File: config.mk
export PLATFORM = sky130hd
export DESIGN_NAME = maxpool_3x3
export DESIGN_NICKNAME = d
export VERILOG_FILES = /design/src/hdl/maxpool_pkg.sv /design/src/hdl/maxpool_3x3.sv /design/src/hdl/pool_combine.sv /design/src/hdl/pool_position.sv /design/src/hdl/column_max.sv /design/src/hdl/line_window.sv
export SDC_FILE = /design/constraint.sdc
export NUM_CORES = 1
export LEC_CHECK = 0
export BUFFER_PORTS_ARGS = -buffer_cell sky130_fd_sc_hd__buf_2
export CAP_MARGIN = 15
export CORE_MARGIN = 2
export CORE_UTILIZATION = 50
export DETAILED_ROUTE_END_ITERATION = 12
export PLACE_DENSITY = 0.75
export SETUP_SLACK_MARGIN = 0.2
export SYNTH_ARGS = -nofsm -noshare
export SYNTH_HDL_FRONTEND = slang
export SYNTH_HIERARCHICAL = 1
export SYNTH_SLANG_ARGS = --single-unit
File: constraint.sdc
create_clock -name clk -period 6.71 [get_ports clk]
set_clock_uncertainty 0.05 [all_clocks]
set_input_delay 1.342 -clock clk [delete_from_list [all_inputs] [get_ports clk]]
set_output_delay 1.342 -clock clk [all_outputs]
set_load 0.02 [all_outputs]
File: src/hdl/maxpool_pkg.sv
package maxpool_pkg;

	//////////////////////////////////////////////////
	// Image geometry
	//////////////////////////////////////////////////

	localparam int DATA_W = 8;

	// Both dimensions must be even
	localparam int IMG_W = 8;
	localparam int IMG_H = 8;

	localparam int COL_CNT_W = $clog2(IMG_W);
	localparam int ROW_CNT_W = $clog2(IMG_H);

	// Stride 2 in both directions
	localparam int OUT_PER_FRAME = (IMG_W / 2) * (IMG_H / 2);

	//////////////////////////////////////////////////
	// Data and control types
	//////////////////////////////////////////////////

	typedef logic [DATA_W-1:0] pixel_t;

	// Rows r-2, r-1 and r at the current column
	typedef struct packed {
		pixel_t top;
		pixel_t mid;
		pixel_t bot;
	} column_t;

	// Per-column control from the position tracker
	typedef struct packed {
		logic emit;
		logic mask_top;
		logic mask_left;
		logic last;
	} pool_ctrl_t;

endpackage
File: src/hdl/maxpool_3x3.sv
`timescale 1ns/1ps

module maxpool_3x3 (
	input  logic                clk,
	input  logic                reset,
	input  logic                valid_in,
	input  maxpool_pkg::pixel_t pxl_in,
	output maxpool_pkg::pixel_t pxl_out,
	output logic                valid_out,
	output logic                frame_done
);

	import maxpool_pkg::*;

	logic       col_valid;
	column_t    col;
	logic       mask_top;
	logic       cmax_valid;
	pixel_t     cmax;
	logic       ctrl_valid;
	pool_ctrl_t ctrl;

	//////////////////////////////////////////////////
	// Column builder
	//////////////////////////////////////////////////

	line_window u_line_window (
		.clk       (clk),
		.reset     (reset),
		.valid_in  (valid_in),
		.pxl_in    (pxl_in),
		.col_valid (col_valid),
		.col       (col)
	);

	//////////////////////////////////////////////////
	// Datapath and tracker side by side
	//////////////////////////////////////////////////

	column_max u_column_max (
		.clk        (clk),
		.reset      (reset),
		.col_valid  (col_valid),
		.col        (col),
		.mask_top   (mask_top),
		.cmax_valid (cmax_valid),
		.cmax       (cmax)
	);

	pool_position u_pool_position (
		.clk        (clk),
		.reset      (reset),
		.col_valid  (col_valid),
		.mask_top   (mask_top),
		.ctrl_valid (ctrl_valid),
		.ctrl       (ctrl)
	);

	// Horizontal max over three columns
	pool_combine u_pool_combine (
		.clk        (clk),
		.reset      (reset),
		.cmax_valid (cmax_valid),
		.cmax       (cmax),
		.ctrl_valid (ctrl_valid),
		.ctrl       (ctrl),
		.pxl_out    (pxl_out),
		.valid_out  (valid_out),
		.frame_done (frame_done)
	);

endmodule

File: src/hdl/pool_combine.sv
`timescale 1ns/1ps

module pool_combine (
	input  logic                    clk,
	input  logic                    reset,
	input  logic                    cmax_valid,
	input  maxpool_pkg::pixel_t     cmax,
	input  logic                    ctrl_valid,
	input  maxpool_pkg::pool_ctrl_t ctrl,
	output maxpool_pkg::pixel_t     pxl_out,
	output logic                    valid_out,
	output logic                    frame_done
);

	import maxpool_pkg::*;

	// hist[0] is column c-1, hist[1] is column c-2
	pixel_t hist [2];

	logic   col_step;
	logic   fire;
	pixel_t left_eff;
	pixel_t near_max;
	pixel_t win_max;

	assign col_step = cmax_valid & ctrl_valid;
	assign fire     = col_step & ctrl.emit;

	// Column c-2 may still hold the end of the previous row
	always_comb begin
		left_eff = ctrl.mask_left ? '0 : hist[1];
		near_max = (cmax > hist[0]) ? cmax : hist[0];
		win_max  = (near_max > left_eff) ? near_max : left_eff;
	end

	//////////////////////////////////////////////////
	// Column history
	//////////////////////////////////////////////////

	always_ff @(posedge clk) begin
		if (col_step) begin
			hist[0] <= cmax;
			hist[1] <= hist[0];
		end
	end

	//////////////////////////////////////////////////
	// Pooled output
	//////////////////////////////////////////////////

	always_ff @(posedge clk) begin
		if (reset) begin
			valid_out  <= 1'b0;
			frame_done <= 1'b0;
		end else begin
			valid_out  <= fire;
			frame_done <= fire & ctrl.last;
		end
	end

	always_ff @(posedge clk) begin
		if (fire) begin
			pxl_out <= win_max;
		end
	end

endmodule

File: src/hdl/pool_position.sv
`timescale 1ns/1ps

module pool_position (
	input  logic                    clk,
	input  logic                    reset,
	input  logic                    col_valid,
	output logic                    mask_top,
	output logic                    ctrl_valid,
	output maxpool_pkg::pool_ctrl_t ctrl
);

	import maxpool_pkg::*;

	logic [COL_CNT_W-1:0] col_cnt;
	logic [ROW_CNT_W-1:0] row_cnt;

	logic col_end;
	logic row_end;

	pool_ctrl_t ctrl_next;

	assign col_end = (col_cnt == COL_CNT_W'(IMG_W - 1));
	assign row_end = (row_cnt == ROW_CNT_W'(IMG_H - 1));

	//////////////////////////////////////////////////
	// Position counters
	//////////////////////////////////////////////////

	always_ff @(posedge clk) begin
		if (reset) begin
			col_cnt <= '0;
			row_cnt <= '0;
		end else if (col_valid) begin
			if (col_end) begin
				col_cnt <= '0;
				// Wraps to row 0 after the last row of the frame
				row_cnt <= row_end ? '0 : row_cnt + 1'b1;
			end else begin
				col_cnt <= col_cnt + 1'b1;
			end
		end
	end

	//////////////////////////////////////////////////
	// Window control
	//////////////////////////////////////////////////

	// Window rows r-2..r; only row 1 reaches above the image
	assign mask_top = (row_cnt == ROW_CNT_W'(1));

	always_comb begin
		ctrl_next.emit      = row_cnt[0] & col_cnt[0];
		ctrl_next.mask_top  = mask_top;
		ctrl_next.mask_left = (col_cnt == COL_CNT_W'(1));
		ctrl_next.last      = row_end & col_end;
	end

	// Registered to line up with cmax from column_max
	always_ff @(posedge clk) begin
		if (reset) begin
			ctrl_valid <= 1'b0;
		end else begin
			ctrl_valid <= col_valid;
		end
	end

	always_ff @(posedge clk) begin
		if (col_valid) begin
			ctrl <= ctrl_next;
		end
	end

endmodule

File: src/hdl/column_max.sv
`timescale 1ns/1ps

module column_max (
	input  logic                 clk,
	input  logic                 reset,
	input  logic                 col_valid,
	input  maxpool_pkg::column_t col,
	input  logic                 mask_top,
	output logic                 cmax_valid,
	output maxpool_pkg::pixel_t  cmax
);

	import maxpool_pkg::*;

	pixel_t top_eff;
	pixel_t upper_max;
	pixel_t col_peak;

	// Padding row contributes nothing; zero is neutral for unsigned max
	always_comb begin
		top_eff   = mask_top ? '0 : col.top;
		upper_max = (col.mid > top_eff) ? col.mid : top_eff;
		col_peak  = (col.bot > upper_max) ? col.bot : upper_max;
	end

	//////////////////////////////////////////////////
	// Output register
	//////////////////////////////////////////////////

	always_ff @(posedge clk) begin
		if (reset) begin
			cmax_valid <= 1'b0;
		end else begin
			cmax_valid <= col_valid;
		end
	end

	always_ff @(posedge clk) begin
		if (col_valid) begin
			cmax <= col_peak;
		end
	end

endmodule

File: src/hdl/line_window.sv
`timescale 1ns/1ps

module line_window (
	input  logic                 clk,
	input  logic                 reset,
	input  logic                 valid_in,
	input  maxpool_pkg::pixel_t  pxl_in,
	output logic                 col_valid,
	output maxpool_pkg::column_t col
);

	import maxpool_pkg::*;

	//////////////////////////////////////////////////
	// Row buffers
	//////////////////////////////////////////////////

	// row_prev holds the last IMG_W pixels, row_prev2 the IMG_W before them
	pixel_t row_prev  [IMG_W];
	pixel_t row_prev2 [IMG_W];

	// Oldest entries sit at the same column, one and two rows up
	pixel_t tap_mid;
	pixel_t tap_top;

	assign tap_mid = row_prev[IMG_W-1];
	assign tap_top = row_prev2[IMG_W-1];

	// Shift both buffers on every accepted pixel
	always_ff @(posedge clk) begin
		if (valid_in) begin
			row_prev[0]  <= pxl_in;
			row_prev2[0] <= tap_mid;
			for (int i = 1; i < IMG_W; i++) begin
				row_prev[i]  <= row_prev[i-1];
				row_prev2[i] <= row_prev2[i-1];
			end
		end
	end

	//////////////////////////////////////////////////
	// Column output
	//////////////////////////////////////////////////

	always_ff @(posedge clk) begin
		if (reset) begin
			col_valid <= 1'b0;
		end else begin
			col_valid <= valid_in;
		end
	end

	// Payload only, qualified by col_valid downstream
	always_ff @(posedge clk) begin
		if (valid_in) begin
			col.top <= tap_top;
			col.mid <= tap_mid;
			col.bot <= pxl_in;
		end
	end

endmodule

==> metrics.md <==
| Metric | Value |
|---|---|
| # fillers | `1,071` |
| CP dominant cell by count | `ha_1` |
| Core Box Area | `14,000 µm²` |
| Average size of a mapped cell | `17.0 µm²` |
| Final TNS setup | `0 ps` |
| Clk sink count | `~180` |
| DR WL/cell | `between 15 and 20 µm` |
| GRT Total Usage | `15.0%` |
| Crit-path max FO | `16` |
| Relative slew slack | `29.6%` |
| Worst r2r src | `u_pool_position/row_cnt[0]` |
| Sequential share of power | `between 50 and 60%` |
| Placer Congestion | `just under 0.9` |
| Switching power total | `~0.56 mW` |
| Startpoint class of the critical path | `register` |
| PwrDens | `approximately 310 nW/µm²` |
| Die Ht | `between 100 and 150 µm` |
| First-pass GRT wire length | `16,600 µm` |
| # hold bufs at CTS | `0` |
| # port buffers | `20` |
| Worst endpoint data arrival time | `4630 ps` |
| Instance count on the critical path | `14` |
| Setup Crit Path Kind | `reg -> reg` |
| Final worst setup slack | `between 2000 and 2500 ps` |
| Aggregate routed wire length | `approximately 10,000 µm` |
| # rows | `43` |
| Post-Syn Area | `7190 µm²` |
| Post-route cell area | `approximately 8000 µm²` |
| Area Overhead vs Synth | `11.0%` |
| Root Driver | `clkbuf_16` |
| Level count of the clock H-tree | `4` |
| Number of I/O pins | `21` |
| Violation count after the first detailed-routing iteration | `294` |
| Power consumption | `around 2.5 mW` |
| Clk_lat worst skew | `420 ps` |
| Final Setup Violations | `0` |
| Initial core utilization | `51.4%` |
| Mapped Cells | `422` |
| 1st-pass router iterations | `4` |
| Worst Min Path Start | `u_line_window/row_prev2[5][7]` |
| Fin crit share | `roughly 67%` |
| Gate power share | `7.4%` |
| Cell breakdown of the critical path | `ha_1, nor2b_1, nand2b_1, ha_1, nand4_1, o21ai_1, nand3b_1, and2_1, ha_1, and3_1, a221o_1, a21oi_4, or2_1, a31oi_1` |
| DIE WIDTH | `between 100 and 150 µm` |
| Syn Nets | `472` |
| MaxCap Viol Count | `0` |
| DRC Markers | `0` |
| # nets final | `slightly below 500` |
| Sw Ratio | `a little under a quarter` |
| Internal power | `between 1.5 and 2 mW` |
| WP data required | `between 6000 and 7000 ps` |
| CP endpoint kind | `register` |
| DR vias | `3,424` |
| Final core utilization | `a little under three fifths` |
| Clock share of power | `38.7%` |
| CTS resizes | `0` |
| Worst-case reg-to-reg path depth | `14` |
| Least-Margin Pin Slew | `between 1000 and 1500 ps` |
| Fmax | `around 220 MHz` |
| Worst path slowest cell | `o21ai_1` |
| Slew Limit Fails | `0` |
| Worst min path class | `reg -> reg` |
| Final Hold Vio Count | `0` |
| Initial antenna violation count | `0` |
| Highest ir drop seen on vdd | `roughly 0.21 mV` |
| Slowest stage delay, CP | `~860 ps` |
| Static Leak | `2.92 nW` |
| Origin of the worst setup path | `u_pool_position/row_cnt[0]` |
| Fin crit period | `approximately 4500 ps` |
| # diodes | `0` |
| CTS tree | `done` |
| Pre-CTS setup slack | `2260 ps` |
| CP Capture Point | `u_column_max/cmax[3]` |
| Delay-heaviest family, CP | `simple AND/OR/NAND/NOR gates` |
| RSZ-0062 raised after global routing | `no` |
| Antenna Violating Nets Remaining | `0` |
| Area of the die | `~15,000 µm²` |
| Layout cell share with drive strength beyond 1 | `about 15%` |
| Status | `completed` |
| FF-to-FF End | `u_column_max/cmax[3]` |
| Worst path bufs/invs | `0` |
| Final global-route overflow total | `0` |
| Clock Path Buffers | `2` |
| Hpwl dp | `6790 µm` |
| Yosys warnings | `6` |
| Reg2reg setup slack | `around 2200 ps` |
| Vias in the first global route | `3,322` |
| CTS Buf Count | `17` |
| Placed inst area | `approximately 7400 µm²` |
| Largest net degree at the start of global routing | `approximately 70` |
| Reg clk slew, reported paths | `70 ps` |
| Detail-routed via count per cell | `roughly 5.4` |
| Post-CTS Setup Bufs | `0` |
[layout by cell type (no fill, tap or decap), types with 3 or more instances in the layout]
| cell type | count |
|---|---|
| a21boi_0 | 7 |
| nand4_1 | 5 |
| dfxtp_1 | 11 |
| ha_1 | 39 |
| inv_8 | 3 |
| inv_1 | 14 |
| nor2b_1 | 10 |
| a21oi_1 | 15 |
| and3_1 | 3 |
| o211ai_1 | 3 |
| o21ai_0 | 3 |
| a21bo_2 | 11 |
| a31oi_1 | 16 |
| edfxtp_1 | 171 |
| buf_2 | 19 |
| a21bo_1 | 6 |
| clkinv_4 | 3 |
| nand2_1 | 12 |
| and2_1 | 13 |
| nand3b_1 | 7 |
| nand3_1 | 10 |
| inv_6 | 3 |
| nor2_1 | 5 |
| nand2b_1 | 16 |
| clkbuf_16 | 19 |
| nor3_1 | 8 |
[state kept, by name, indices dropped and copies added (netlist names), 3 cells and up]
name,cells
u_pool_position/row_cnt,3
u_pool_combine/hist,16
u_pool_position/col_cnt,3
u_line_window/row_prev2,64
u_column_max/cmax,8
u_line_window/col,15
u_line_window/row_prev,57
u_pool_position/ctrl,3
u_pool_combine/pxl_out,8
[through the flow]
stage | std cells | hold slack, ps
after global placement | 607 | 350
after global routing | 639 | 365
after CTS | 639 | 368
after detailed placement | 607 | 355
final | 639 | 367
after floorplan | 422 | 350
[worst min path at each step]
stage	end	slack (ps)	depth (start not counted)
finish	u_line_window/row_prev2[6][7]	370	0
global route	u_line_window/row_prev2[6][7]	370	0
CTS	u_line_window/row_prev2[6][7]	370	0
detailed placement	u_line_window/row_prev2[6][4]	350	0
global placement	u_line_window/row_prev[1][28]	350	0
floorplan	u_line_window/col[16]	350	0
[layer usage]
metal  GRT usage (%)  vias to the layer above  share of wire, %
li1                -                     1667                 -
met1            19.9                     1670                47
met2            22.5                       64                47
met3            4.72                       23               3.8
met4            7.09                        0               2.6
met5               0                        -                 0
[area by class of cell]
class	count	area [µm²]	area share [%]
Clock buffer	21	493	6.17
Clock inverter	11	98.8	1.24
Inverter	14	52.6	0.658
Multi-Input combinational cell	210	1650	20.7
Sequential cell	182	5360	67.1
Tap cell	180	225	2.82
Timing Repair Buffer	21	110	1.38
[power groups by stage]
| stage | registers, mW | clock network, mW | logic [mW] |
|---|---|---|---|
| final | 1.34 | 0.963 | 0.184 |
| after floorplan | 1.35 | 0 | 0.147 |
| after global placement | 1.37 | 0 | 0.176 |
| after global routing | 1.35 | 1.04 | 0.209 |
| after CTS | 1.34 | 0.988 | 0.183 |
| after detailed placement | 1.37 | 0 | 0.182 |
Power figures use the tool's default switching activity.
